[src/rtl/uart_pkg.sv]
// Shared types and register map of the Wishbone serial port.
// Modules import this package inside their body and use scoped names in port lists.
package uart_pkg;

    // ------------------------------------------------------------------------
    // register map
    // ------------------------------------------------------------------------
    localparam int REG_ADDR_W = 2;          // word offsets on the bus

    localparam logic [REG_ADDR_W-1:0] REG_TX_DATA = REG_ADDR_W'(0);  // write only
    localparam logic [REG_ADDR_W-1:0] REG_RX_DATA = REG_ADDR_W'(1);  // read pops
    localparam logic [REG_ADDR_W-1:0] REG_STATUS  = REG_ADDR_W'(2);  // read only

    // one serial data byte
    typedef logic [7:0] uart_byte_t;

    // ------------------------------------------------------------------------
    // Wishbone classic, byte wide
    // ------------------------------------------------------------------------
    typedef struct packed {
        logic                  cyc;
        logic                  stb;
        logic                  we;
        logic [REG_ADDR_W-1:0] adr;
        uart_byte_t            dat;
    } wb_req_t;

    typedef struct packed {
        logic       ack;
        uart_byte_t dat;            // read data, valid with ack
    } wb_rsp_t;

    // status word as seen at REG_STATUS
    typedef struct packed {
        logic [3:0] rsvd;           // reads zero
        logic       tx_busy;
        logic       tx_empty;
        logic       tx_full;
        logic       rx_valid;       // bit 0
    } uart_status_t;

endpackage

[src/rtl/byte_fifo.sv]
// Circular byte buffer with ready/valid ports and a registered read port.
// FIFO_DEPTH must be a power of two; data shows on rd_valid_o two clocks after a push.
`timescale 1ns/1ps

module byte_fifo #(
    parameter int FIFO_DEPTH = 16
) (
    input  logic                 clk_i,
    input  logic                 rst_i,
    input  logic                 wr_valid_i,
    input  uart_pkg::uart_byte_t wr_data_i,
    output logic                 wr_ready_o,
    output logic                 rd_valid_o,
    output uart_pkg::uart_byte_t rd_data_o,
    input  logic                 rd_ready_i,
    output logic                 empty_o
);
    import uart_pkg::*;

    localparam int PTR_W = $clog2(FIFO_DEPTH);
    localparam int CNT_W = $clog2(FIFO_DEPTH + 1);

    uart_byte_t       mem [FIFO_DEPTH];
    logic [PTR_W-1:0] wr_ptr_q;
    logic [PTR_W-1:0] rd_ptr_q;
    logic [CNT_W-1:0] count_q;
    logic             full_q;
    logic             empty_q;
    logic             rd_valid_q;
    logic             push;
    logic             pop;

    assign wr_ready_o = !full_q;
    assign rd_valid_o = rd_valid_q;
    assign empty_o    = empty_q;
    assign push       = wr_valid_i && !full_q;
    assign pop        = rd_valid_q && rd_ready_i;

    // storage and registered read, pointers wrap on their own
    always_ff @(posedge clk_i) begin
        rd_data_o <= mem[rd_ptr_q];
        if (push) begin
            mem[wr_ptr_q] <= wr_data_i;
        end
    end

    always_ff @(posedge clk_i) begin
        if (rst_i) begin
            wr_ptr_q   <= '0;
            rd_ptr_q   <= '0;
            count_q    <= '0;
            full_q     <= 1'b0;
            empty_q    <= 1'b1;
            rd_valid_q <= 1'b0;
        end else begin
            rd_valid_q <= !empty_q && !pop;     // one bubble after each pop
            if (push) begin
                wr_ptr_q <= wr_ptr_q + 1'b1;
            end
            if (pop) begin
                rd_ptr_q <= rd_ptr_q + 1'b1;
            end
            case ({push, pop})
                2'b10: begin
                    count_q <= count_q + 1'b1;
                    empty_q <= 1'b0;
                    full_q  <= (count_q == CNT_W'(FIFO_DEPTH - 1));
                end
                2'b01: begin
                    count_q <= count_q - 1'b1;
                    full_q  <= 1'b0;
                    empty_q <= (count_q == CNT_W'(1));
                end
                default: ;                      // both or neither
            endcase
        end
    end

    a_count_max: assert property (@(posedge clk_i) disable iff (rst_i)
        count_q <= CNT_W'(FIFO_DEPTH));

endmodule

[src/rtl/tx_path.sv]
// Transmit path: byte FIFO feeding the serializer, plus the transmit status levels.
`timescale 1ns/1ps

module tx_path #(
    parameter int CLKS_PER_BIT = 868,
    parameter int FIFO_DEPTH   = 16
) (
    input  logic                 clk_i,
    input  logic                 rst_i,
    input  logic                 tx_valid_i,
    input  uart_pkg::uart_byte_t tx_data_i,
    output logic                 tx_ready_o,
    output logic                 tx_full_o,
    output logic                 tx_empty_o,
    output logic                 tx_busy_o,
    output logic                 txd_o
);
    import uart_pkg::*;

    logic       fifo_valid;
    uart_byte_t fifo_data;
    logic       ser_ready;

    byte_fifo #(
        .FIFO_DEPTH (FIFO_DEPTH)
    ) u_fifo (
        .clk_i      (clk_i),
        .rst_i      (rst_i),
        .wr_valid_i (tx_valid_i),
        .wr_data_i  (tx_data_i),
        .wr_ready_o (tx_ready_o),
        .rd_valid_o (fifo_valid),
        .rd_data_o  (fifo_data),
        .rd_ready_i (ser_ready),
        .empty_o    (tx_empty_o)
    );

    uart_tx #(
        .CLKS_PER_BIT (CLKS_PER_BIT)
    ) u_tx (
        .clk_i   (clk_i),
        .rst_i   (rst_i),
        .valid_i (fifo_valid),
        .data_i  (fifo_data),
        .ready_o (ser_ready),
        .txd_o   (txd_o)
    );

    assign tx_full_o = !tx_ready_o;     // no slot left
    assign tx_busy_o = !ser_ready;      // frame on the wire

endmodule

[src/rtl/uart_rx.sv]
// Deserializer: input synchronizer, start detection by low count, mid-bit sampling.
// The received byte is held with valid_o until ready_i; a newer byte overwrites it.
`timescale 1ns/1ps

module uart_rx #(
    parameter int CLKS_PER_BIT = 868,
    parameter int DETECT_COUNT = 4
) (
    input  logic                 clk_i,
    input  logic                 rst_i,
    input  logic                 rxd_i,
    output logic                 valid_o,
    output uart_pkg::uart_byte_t data_o,
    input  logic                 ready_i
);
    import uart_pkg::*;

    localparam logic IDLE = 1'b0;
    localparam logic RUN  = 1'b1;

    // clocks from start confirmation to the middle of data bit 0,
    // covering the synchronizer delay and the low samples already taken
    localparam int FIRST_WAIT = CLKS_PER_BIT + CLKS_PER_BIT / 2 + 1 - DETECT_COUNT;
    localparam int WAIT_MAX   = (FIRST_WAIT > CLKS_PER_BIT) ? FIRST_WAIT : CLKS_PER_BIT;
    localparam int WAIT_W     = $clog2(WAIT_MAX);
    localparam int DET_W      = $clog2(DETECT_COUNT + 1);

    logic              rxd_meta_q;
    logic              rxd_sync_q;
    logic              state_q;
    logic [DET_W-1:0]  detect_cnt_q;
    logic [3:0]        bit_cnt_q;       // 8..1 data bits, 0 stop bit
    logic [WAIT_W-1:0] wait_cnt_q;
    logic              sample;
    logic              frame_done;
    logic              valid_q;
    uart_byte_t        shift_q;
    uart_byte_t        data_q;

    assign sample     = (state_q == RUN) && (wait_cnt_q == '0);
    assign frame_done = sample && (bit_cnt_q == '0);    // middle of stop bit
    assign valid_o    = valid_q;
    assign data_o     = data_q;

    // ------------------------------------------------------------------------
    // two-flop synchronizer
    // ------------------------------------------------------------------------
    always_ff @(posedge clk_i) begin
        if (rst_i) begin
            rxd_meta_q <= 1'b1;
            rxd_sync_q <= 1'b1;
        end else begin
            rxd_meta_q <= rxd_i;
            rxd_sync_q <= rxd_meta_q;
        end
    end

    // ------------------------------------------------------------------------
    // frame FSM and output hold
    // ------------------------------------------------------------------------
    always_ff @(posedge clk_i) begin
        if (rst_i) begin
            state_q      <= IDLE;
            detect_cnt_q <= '0;
            bit_cnt_q    <= '0;
            wait_cnt_q   <= '0;
            valid_q      <= 1'b0;
        end else begin
            if (frame_done) begin
                valid_q <= 1'b1;                // overrun replaces the old byte
            end else if (valid_q && ready_i) begin
                valid_q <= 1'b0;
            end
            case (state_q)
                IDLE: begin
                    if (rxd_sync_q) begin
                        detect_cnt_q <= '0;     // glitch, start over
                    end else if (detect_cnt_q == DET_W'(DETECT_COUNT - 1)) begin
                        detect_cnt_q <= '0;
                        bit_cnt_q    <= 4'd8;
                        wait_cnt_q   <= WAIT_W'(FIRST_WAIT - 1);
                        state_q      <= RUN;
                    end else begin
                        detect_cnt_q <= detect_cnt_q + 1'b1;
                    end
                end
                default: begin
                    wait_cnt_q <= wait_cnt_q - 1'b1;
                    if (sample) begin
                        wait_cnt_q <= WAIT_W'(CLKS_PER_BIT - 1);
                        bit_cnt_q  <= bit_cnt_q - 1'b1;
                        if (bit_cnt_q == '0) begin
                            state_q <= IDLE;
                        end
                    end
                end
            endcase
        end
    end

    always_ff @(posedge clk_i) begin
        if (sample && bit_cnt_q != '0) begin
            shift_q <= {rxd_sync_q, shift_q[7:1]};     // LSB arrives first
        end
        if (frame_done) begin
            data_q <= shift_q;
        end
    end

    // stop bit reads high at its middle when the sampling point is aligned
    a_stop_high: assert property (@(posedge clk_i) disable iff (rst_i)
        frame_done |-> rxd_sync_q);

endmodule

[src/rtl/uart_top.sv]
// Serial port peripheral on a Wishbone classic slave bus.
// Set CLKS_PER_BIT to clock rate over baud rate; FIFO_DEPTH must be a power of two.
`timescale 1ns/1ps

module uart_top #(
    parameter int CLKS_PER_BIT = 868,
    parameter int DETECT_COUNT = 4,
    parameter int FIFO_DEPTH   = 16
) (
    input  logic              clk_i,
    input  logic              rst_i,
    input  uart_pkg::wb_req_t wb_req_i,
    output uart_pkg::wb_rsp_t wb_rsp_o,
    input  logic              rxd_i,
    output logic              txd_o
);
    import uart_pkg::*;

    logic       tx_valid;
    uart_byte_t tx_data;
    logic       tx_ready;
    logic       tx_full;
    logic       tx_empty;
    logic       tx_busy;
    logic       rx_valid;
    uart_byte_t rx_data;
    logic       rx_ready;

    uart_wb_regs u_regs (
        .clk_i      (clk_i),
        .rst_i      (rst_i),
        .wb_req_i   (wb_req_i),
        .wb_rsp_o   (wb_rsp_o),
        .tx_valid_o (tx_valid),
        .tx_data_o  (tx_data),
        .tx_ready_i (tx_ready),
        .tx_full_i  (tx_full),
        .tx_empty_i (tx_empty),
        .tx_busy_i  (tx_busy),
        .rx_valid_i (rx_valid),
        .rx_data_i  (rx_data),
        .rx_ready_o (rx_ready)
    );

    tx_path #(
        .CLKS_PER_BIT (CLKS_PER_BIT),
        .FIFO_DEPTH   (FIFO_DEPTH)
    ) u_tx_path (
        .clk_i      (clk_i),
        .rst_i      (rst_i),
        .tx_valid_i (tx_valid),
        .tx_data_i  (tx_data),
        .tx_ready_o (tx_ready),
        .tx_full_o  (tx_full),
        .tx_empty_o (tx_empty),
        .tx_busy_o  (tx_busy),
        .txd_o      (txd_o)
    );

    uart_rx #(
        .CLKS_PER_BIT (CLKS_PER_BIT),
        .DETECT_COUNT (DETECT_COUNT)
    ) u_rx (
        .clk_i   (clk_i),
        .rst_i   (rst_i),
        .rxd_i   (rxd_i),
        .valid_o (rx_valid),
        .data_o  (rx_data),
        .ready_i (rx_ready)
    );

endmodule

[src/rtl/uart_tx.sv]
// Serializer: start bit, eight data bits LSB first, stop bit; CLKS_PER_BIT clocks each.
`timescale 1ns/1ps

module uart_tx #(
    parameter int CLKS_PER_BIT = 868
) (
    input  logic                 clk_i,
    input  logic                 rst_i,
    input  logic                 valid_i,
    input  uart_pkg::uart_byte_t data_i,
    output logic                 ready_o,
    output logic                 txd_o
);
    localparam logic IDLE   = 1'b0;
    localparam logic RUN    = 1'b1;
    localparam int   WAIT_W = $clog2(CLKS_PER_BIT);

    logic              state_q;
    logic [8:0]        shift_q;         // {data, start}, ones shift in behind
    logic [3:0]        bit_cnt_q;
    logic [WAIT_W-1:0] wait_cnt_q;

    assign txd_o   = shift_q[0];
    assign ready_o = (state_q == IDLE);

    always_ff @(posedge clk_i) begin
        if (rst_i) begin
            state_q    <= IDLE;
            shift_q    <= '1;           // line idles high
            bit_cnt_q  <= '0;
            wait_cnt_q <= '0;
        end else begin
            case (state_q)
                IDLE: begin
                    if (valid_i) begin
                        shift_q    <= {data_i, 1'b0};
                        bit_cnt_q  <= 4'd9;
                        wait_cnt_q <= WAIT_W'(CLKS_PER_BIT - 1);
                        state_q    <= RUN;
                    end
                end
                default: begin
                    wait_cnt_q <= wait_cnt_q - 1'b1;
                    if (wait_cnt_q == '0) begin
                        shift_q    <= {1'b1, shift_q[8:1]};
                        bit_cnt_q  <= bit_cnt_q - 1'b1;
                        wait_cnt_q <= WAIT_W'(CLKS_PER_BIT - 1);
                    end
                    // ready in the last clock of the stop bit, so frames abut
                    if (bit_cnt_q == '0 && wait_cnt_q == WAIT_W'(1)) begin
                        state_q <= IDLE;
                    end
                end
            endcase
        end
    end

endmodule

[src/rtl/uart_wb_regs.sv]
// Wishbone register block: transmit writes, receive pops and the merged status word.
`timescale 1ns/1ps

module uart_wb_regs (
    input  logic                 clk_i,
    input  logic                 rst_i,
    input  uart_pkg::wb_req_t    wb_req_i,
    output uart_pkg::wb_rsp_t    wb_rsp_o,
    output logic                 tx_valid_o,
    output uart_pkg::uart_byte_t tx_data_o,
    input  logic                 tx_ready_i,
    input  logic                 tx_full_i,
    input  logic                 tx_empty_i,
    input  logic                 tx_busy_i,
    input  logic                 rx_valid_i,
    input  uart_pkg::uart_byte_t rx_data_i,
    output logic                 rx_ready_o
);
    import uart_pkg::*;

    logic         req;
    logic         wr_tx;
    logic         done;
    logic         ack_q;
    uart_byte_t   rdat_d;
    uart_byte_t   rdat_q;
    uart_status_t status;

    // a cycle counts only until it has been acked
    assign req   = wb_req_i.cyc && wb_req_i.stb && !ack_q;
    assign wr_tx = req && wb_req_i.we && (wb_req_i.adr == REG_TX_DATA);
    assign done  = wr_tx ? tx_ready_i : req;    // tx write waits for a FIFO slot

    assign tx_valid_o = wr_tx;
    assign tx_data_o  = wb_req_i.dat;
    assign rx_ready_o = req && !wb_req_i.we && (wb_req_i.adr == REG_RX_DATA);  // pop on read

    assign status = '{
        rsvd:     '0,
        tx_busy:  tx_busy_i,
        tx_empty: tx_empty_i,
        tx_full:  tx_full_i,
        rx_valid: rx_valid_i
    };

    // read mux, zero for writes and unmapped offsets
    always_comb begin
        rdat_d = '0;
        if (!wb_req_i.we) begin
            case (wb_req_i.adr)
                REG_RX_DATA: rdat_d = rx_valid_i ? rx_data_i : '0;
                REG_STATUS:  rdat_d = status;
                default:     rdat_d = '0;
            endcase
        end
    end

    always_ff @(posedge clk_i) begin
        if (rst_i) begin
            ack_q <= 1'b0;
        end else begin
            ack_q <= done;
        end
    end

    always_ff @(posedge clk_i) begin
        if (done) begin
            rdat_q <= rdat_d;
        end
    end

    assign wb_rsp_o = '{ack: ack_q, dat: rdat_q};

    // the transmit buffer never reports full and empty at once
    a_status_excl: assert property (@(posedge clk_i) disable iff (rst_i)
        !(tx_full_i && tx_empty_i));

endmodule

[config.mk]
export PLATFORM = sky130hd
export DESIGN_NAME = uart_top
export DESIGN_NICKNAME = d
export VERILOG_FILES = /design/src/rtl/uart_pkg.sv /design/src/rtl/byte_fifo.sv /design/src/rtl/tx_path.sv /design/src/rtl/uart_rx.sv /design/src/rtl/uart_top.sv /design/src/rtl/uart_tx.sv /design/src/rtl/uart_wb_regs.sv
export SDC_FILE = /design/constraint.sdc
export NUM_CORES = 1
export LEC_CHECK = 0
export BUFFER_PORTS_ARGS = -buffer_cell sky130_fd_sc_hd__buf_2
export CORE_MARGIN = 4
export CORE_UTILIZATION = 30
export CTS_CLUSTER_SIZE = 14
export DETAILED_ROUTE_END_ITERATION = 7
export PLACE_DENSITY = 0.51
export SLEW_MARGIN = 15
export SYNTH_ARGS = -nofsm -noshare
export SYNTH_HDL_FRONTEND = slang
export SYNTH_SLANG_ARGS = --single-unit
[constraint.sdc]
create_clock -name clk_i -period 4.1 [get_ports clk_i]
set_clock_uncertainty 0.05 [all_clocks]
set_input_delay 0.41 -clock clk_i [delete_from_list [all_inputs] [get_ports clk_i]]
set_output_delay 0.41 -clock clk_i [all_outputs]
set_load 0.01 [all_outputs]
Word level (Yosys, flattened, before mapping)
Memory sizes are Yosys's and may differ from the RTL's. A register that Yosys moved wholly into a read port is not among the register bits.
Index checks and enable logic that the tools add are counted.
{ "totals": {"ff_bits": 87, "ramBits": 128, "input_bits": 16, "output_inout_bits": 10, "elab_cells": 112, "n_memories": 1} }
{ "op_classes": {"addsub": 9, "n_eq_ne": 11, "muxes": 37, "bitwise": 1, "n_reduce_logical": 32} }
{ "mem_list": {"columns": ["name", "depth", "width", "rd", "rd_clocked_by_memory_dff", "write_ports", "line", "rtl"], "rows": [
  ["u_tx_path.u_fifo.mem", 16, 8, 1, 1, 1, "byte_fifo.sv:23", "uart_byte_t mem [FIFO_DEPTH];"]
]} }
{ "ops": {"columns": ["cell", "count"], "rows": [
  ["$mux W11", 4],
  ["$mux W10", 3],
  ["$mux W4", 7],
  ["$mux W9", 3],
  ["$pmux W8 S2", 1],
  ["$logic_and A1 B1 Y1", 14],
  ["$mux W1", 13],
  ["$logic_not A11 Y1", 1],
  ["$sub A11 B1 Y11 const B", 1],
  ["$eq A10 B1 Y1 const B", 1],
  ["$logic_not A10 Y1", 1],
  ["$pmux W5 S2", 1],
  ["$sub A10 B1 Y10 const B", 1],
  ["$add A4 B1 Y4 const B", 2],
  ["$logic_not A4 Y1", 2],
  ["$mux W8", 1],
  ["$reduce_bool A2 Y1", 4],
  ["$sub A4 B1 Y4 const B", 2],
  ["$mux W3", 2],
  ["$add A5 B1 Y5 const B", 1],
  ["$eq A5 B1 Y1 const B", 1],
  ["$eq A5 B4 Y1 const B", 1],
  ["$logic_not A1 Y1", 5],
  ["$sub A5 B1 Y5 const B", 1],
  ["other kinds (12)", 17]
]} }

Depth between registers and ports, before layout
{ "logic_depth": {"ltp_word": 7, "ltp_mapped": 11} }

Hierarchy
A second synthesis with hierarchy kept.
{ "hier_totals": {"hier_cells": 651, "hier_area_um2": 9369.0} }
{ "modules_own_cells": {"columns": ["mod", "instances", "cells_each", "area_each_um2", "seq_area_each_um2"], "rows": [
  ["byte_fifo", 1, 324, 5984.5, 4324.1],
  ["uart_rx", 1, 144, 1577.8, 920.9],
  ["uart_tx", 1, 136, 1255.0, 480.5],
  ["uart_wb_regs", 1, 45, 544.3, 260.2],
  ["tx_path", 1, 2, 7.5, 0.0]
]} }

Worst setup path after synthesis
No wires, ideal clock.
{ "synth_path": {"path_kind": "register to register", "from": "register u_rx.wait_cnt_q[0]", "to": "register u_rx.data_q[0], in the netlist u_rx.data_o[0] (enable)", "setup_time_ns": 0.401, "t_arrival_ns": 1.975, "required_time_ns": 3.649, "setup_slack_ns": 1.674, "path_stages_with_launch": 6, "n_path_buf": 0, "period_less_slack_ns": 2.426, "path_cell_list": "dfxtp_1 > inv_1 > ha_1 > nor4b_2 > nand4_1 > nor4_1"} }
{ "synth_between": {"elab_chain_cells": 3} }
{ "synth_rtl": {"columns": ["item", "line", "rtl"], "rows": [
  ["from (decl)", "uart_rx.sv:33", "logic [WAIT_W-1:0] wait_cnt_q;"],
  ["from (signal assigned)", "uart_rx.sv:81", "wait_cnt_q <= WAIT_W'(FIRST_WAIT - 1);"],
  ["from (signal assigned)", "uart_rx.sv:88", "wait_cnt_q <= wait_cnt_q - 1'b1;"],
  ["from (signal assigned)", "uart_rx.sv:90", "wait_cnt_q <= WAIT_W'(CLKS_PER_BIT - 1);"],
  ["$logic_not A11 Y1", "uart_rx.sv:40", "assign sample = (state_q == RUN) && (wait_cnt_q == '0);"],
  ["$logic_and A1 B1 Y1", "uart_rx.sv:40", null],
  ["$logic_and A1 B1 Y1", "uart_rx.sv:41", "assign frame_done = sample && (bit_cnt_q == '0);"],
  ["via u_rx.frame_done", "uart_rx.sv:35", "logic frame_done;"],
  ["to (signal assigned)", "uart_rx.sv:106", "data_q <= shift_q;"],
  ["to (decl)", "uart_rx.sv:38", "uart_byte_t data_q;"]
]} }
The timed path passes the listed nets, and every way through them passes these cells.
A chain may end at the register's enable or synchronous reset.

Final worst setup path
{ "layout_path": {"from": "register u_rx.wait_cnt_q[1]", "to": "register u_rx.shift_q[5] (enable)"} }
{ "layout_between": {"elab_chain_cells": 3} }
{ "layout_rtl": {"columns": ["item", "line", "rtl"], "rows": [
  ["$logic_not A11 Y1", "uart_rx.sv:40", null],
  ["$logic_and A1 B1 Y1", "uart_rx.sv:40", null],
  ["$logic_and A1 B1 Y1", "uart_rx.sv:102", "if (sample && bit_cnt_q != '0) begin"],
  ["to (signal assigned)", "uart_rx.sv:103", "shift_q <= {rxd_sync_q, shift_q[7:1]};"],
  ["to (decl)", "uart_rx.sv:37", "uart_byte_t shift_q;"]
]} }
Every way passes these cells.

==> flow_summary_export.csv <==
group,metric,value,unit
timing,max_freq,374,MHz
detailed_routing,drt_wl_total,19400,microns
final_layout,ff_latch_area,5990,sq um
synthesis,synth_flop_cell,"edfxtp_1",
detailed_routing,drt_pass1_iterations,5,
cts,cts_buffers,23,
detailed_routing,vias,5175,
synthesis,yosysTopAreaCell,"edfxtp_1",
detailed_routing,drt_iter0_drc,359,
timing,fin_ws,1.42,ns
synthesis,synth-edff-count,152,
synthesis,yosys_warnings,0,
grt,first_global_vias,5360,
placed_design,port_buffers,25,
timing,tightest_slew,0.978,ns
synthesis,synth_nets,649,
floorplan,coreArea,29700,sq um
detailed_routing,ant_nets,0,
synthesis,ys_types,59,
synthesis,synthCells,612,
pwr,peakVddDrop,315,uV
worst_setup_path,path_class,"reg2reg",
cts,cts-root-buf,"clkbuf_16",
timing,setup_viol,0,
floorplan,die_w,182,microns
placed_design,dp.cells,1006,
cts,cts_resized,0,
cts,clk_pin_slew,0.06,ns
synthesis,syn_area,9070,sq um
synthesis,ys_seq_area_share,66.0,%
detailed_routing,vias_per_cell,4.94,
floorplan,initial_utilization,30.5,%
cts,holdBufCountCts,0,
pwr,p_leak,3.34,nW
synthesis,synth_seq_cells,223,
cts,cts_tree,"built",
synthesis,async_flop_share,0,%
pwr,power.density,452,nW/um^2
timing,grt_setup_unrepaired,"no",
final_layout,multi_input_area,2870,sq um
min_path,hold_path_class,"in2reg",
timing,period_minus_slack,2.68,ns
timing,hold_viol,0,
cts,cts.sinks,223,
worst_setup_path,worstPathRequired,4.18,ns
floorplan,placement_rows,63,
status,status,"finished, final reports clean",
grt,antenna_found_initial,0,
timing,fin_crit_sh,65.3,%
run,cap_violations,0,
cts,clk_path_buf_depth,3,
cts,post_cts.repair.setup_buffers,0,
worst_setup_path,critPathLaunchType,"flop",
cts,insertion_delay,0.51,ns
worst_setup_path,cp.arrival,2.75,ns
floorplan,dieHeight,182,microns
placed_design,dp_hpwl,12700,microns
final_layout,nNetsFinal,678,
timing,finalSetupTns,0,ns
synthesis,synth.area.top_cells,"edfxtp_1 50%, dfxtp_1 16%, mux4_2 9.9%, ha_1 2.9%, nor2_1 2.0%",
grt,overflow,0,
detailed_routing,avgRoutedWirePerCell,18.5,microns
synthesis,syn_avg_cell_area,14.8,sq um
final_layout,syn_to_final_growth,14.5,%
grt,grt_pass1_wl,30700,microns
final_layout,fin_util,35.0,%
final_layout,drive_gt1_share,20.1,%
timing,relSlewSlack,34.5,%
floorplan,dieArea,33100,sq um
timing,hold_ws,0.0482,ns
detailed_routing,route.detailed.drc,0,
worst_setup_path,cp_max_fo,13,
final_layout,fin_cells,1047,
timing,drv_slew,0,
synthesis,synth_common_cells,"152 x edfxtp_1, 71 x dfxtp_1, 48 x nor2_1, 40 x mux4_2, 30 x nand2_1",
worst_setup_path,cp-end-kind,"flop",
cts,htree_levels,1,
placed_design,gp_congestion,0.798,
final_layout,n_fill_cell,2836,
floorplan,io_pins,26,
synthesis,yosysMostFrequentCell,"edfxtp_1",
placed_design,preCtsSetupSlack,1.40,ns
grt,grtUsageTotal,11.6,%
grt,grt_start_max_net_pins,52,
synthesis,netlist.area_leader.share,50.3,%
final_layout,antenna-diode-count,0,
-- sequential cells by signal, summed over array words and instances (netlist names), 3 cells and up --
signal / flops
u_rx.wait_cnt_q: 11
u_tx_path.u_fifo.wr_ptr_q: 4
u_rx.detect_cnt_q: 3
u_tx_path.u_fifo.rd_ptr_q: 4
u_tx_path.u_fifo.count_q: 5
u_rx.data_o: 8
u_tx_path.u_tx.shift_q: 9
u_tx_path.u_fifo.mem: 128
u_tx_path.u_tx.bit_cnt_q: 4
u_regs.rdat_q: 8
u_rx.bit_cnt_q: 4
u_rx.shift_q: 8
u_tx_path.u_tx.wait_cnt_q: 10
u_tx_path.u_fifo.rd_data_o: 8
-- cell families (layout without fill, tap and decap cells) --
kind of cell             after synthesis  in the layout  synth area share (%)
XOR/XNOR                              13             13                  1.26
AND/OR/NAND/NOR                      170            170                  10.1
adder cells (fa/ha/maj)               21             21                  2.90
flip-flops                           223            223                  66.0
multiplexers                          58             58                  12.0
buffers and inverters                 55            100                  2.50
AO/OA/AOI/OAI                         72             72                  5.26
-- cell usage in the layout, fill, tap and decap left out, drive strengths merged, types with 10 or more instances in the layout --
| master | count |
|---|---|
| edfxtp | 152 |
| dfxtp | 71 |
| nor2 | 48 |
| mux4 | 40 |
| buf | 36 |
| nand2 | 30 |
| clkbuf | 30 |
| a21oi | 27 |
| inv | 23 |
| ha | 21 |
| nor3 | 18 |
| mux2i | 10 |
-- final timing paths --
kind,slack (ns),to,start,cells after the start
min,0.05,u_rx.rxd_meta_q,rxd_i,2
min reg2reg,0.38,u_rx.rxd_sync_q,u_rx.rxd_meta_q,1
max,1.42,u_rx.shift_q[5],u_rx.wait_cnt_q[1],5
max reg2reg,1.42,u_rx.shift_q[5],u_rx.wait_cnt_q[1],5
-- per-stage QoR --
stage	total power, mW	instance area [sq um]
4_1_cts	4.75	10400
5_1_grt	4.88	10400
3_5_place_dp	2.66	9630
6_report	4.69	10400
3_3_place_gp	2.65	9630
2_1_floorplan	2.59	9070
-- worst max-delay path, cell delays in order, from the launching register on --
cell and delay (ns):
dfxtp_1 0.33, inv_1 0.11, ha_1 0.15, nor4b_2 0.40, nand4_1 0.52, a21oi_1 0.75
-- cell type report --
| type | instances | area share [%] |
|---|---|---|
| Tap cell | 390 | 4.70 |
| Sequential cell | 223 | 57.6 |
| Clock buffer | 30 | 5.99 |
| Clock inverter | 11 | 1.26 |
| Inverter | 23 | 0.831 |
| Timing Repair Buffer | 36 | 2.00 |
| Multi-Input combinational cell | 334 | 27.6 |
-- per-layer routing --
| layer | GRT usage, % | routed length [microns] |
|---|---|---|
| met1 | 15.3 | 8470 |
| met2 | 20.3 | 9790 |
| met3 | 1.98 | 795 |
| met4 | 2.25 | 328 |
| met5 | 0 | 0 |
-- power breakdown --
| group | switching [mW] | leakage, nW | internal, mW |
|---|---|---|---|
| Combinational | 0.109 | 1.03 | 0.0652 |
| Clock | 0.830 | 0.365 | 1.26 |
| Sequential | 0.0178 | 1.95 | 2.42 |
| Total | 0.956 | 3.34 | 3.74 |
Power figures use the tool's default switching activity.
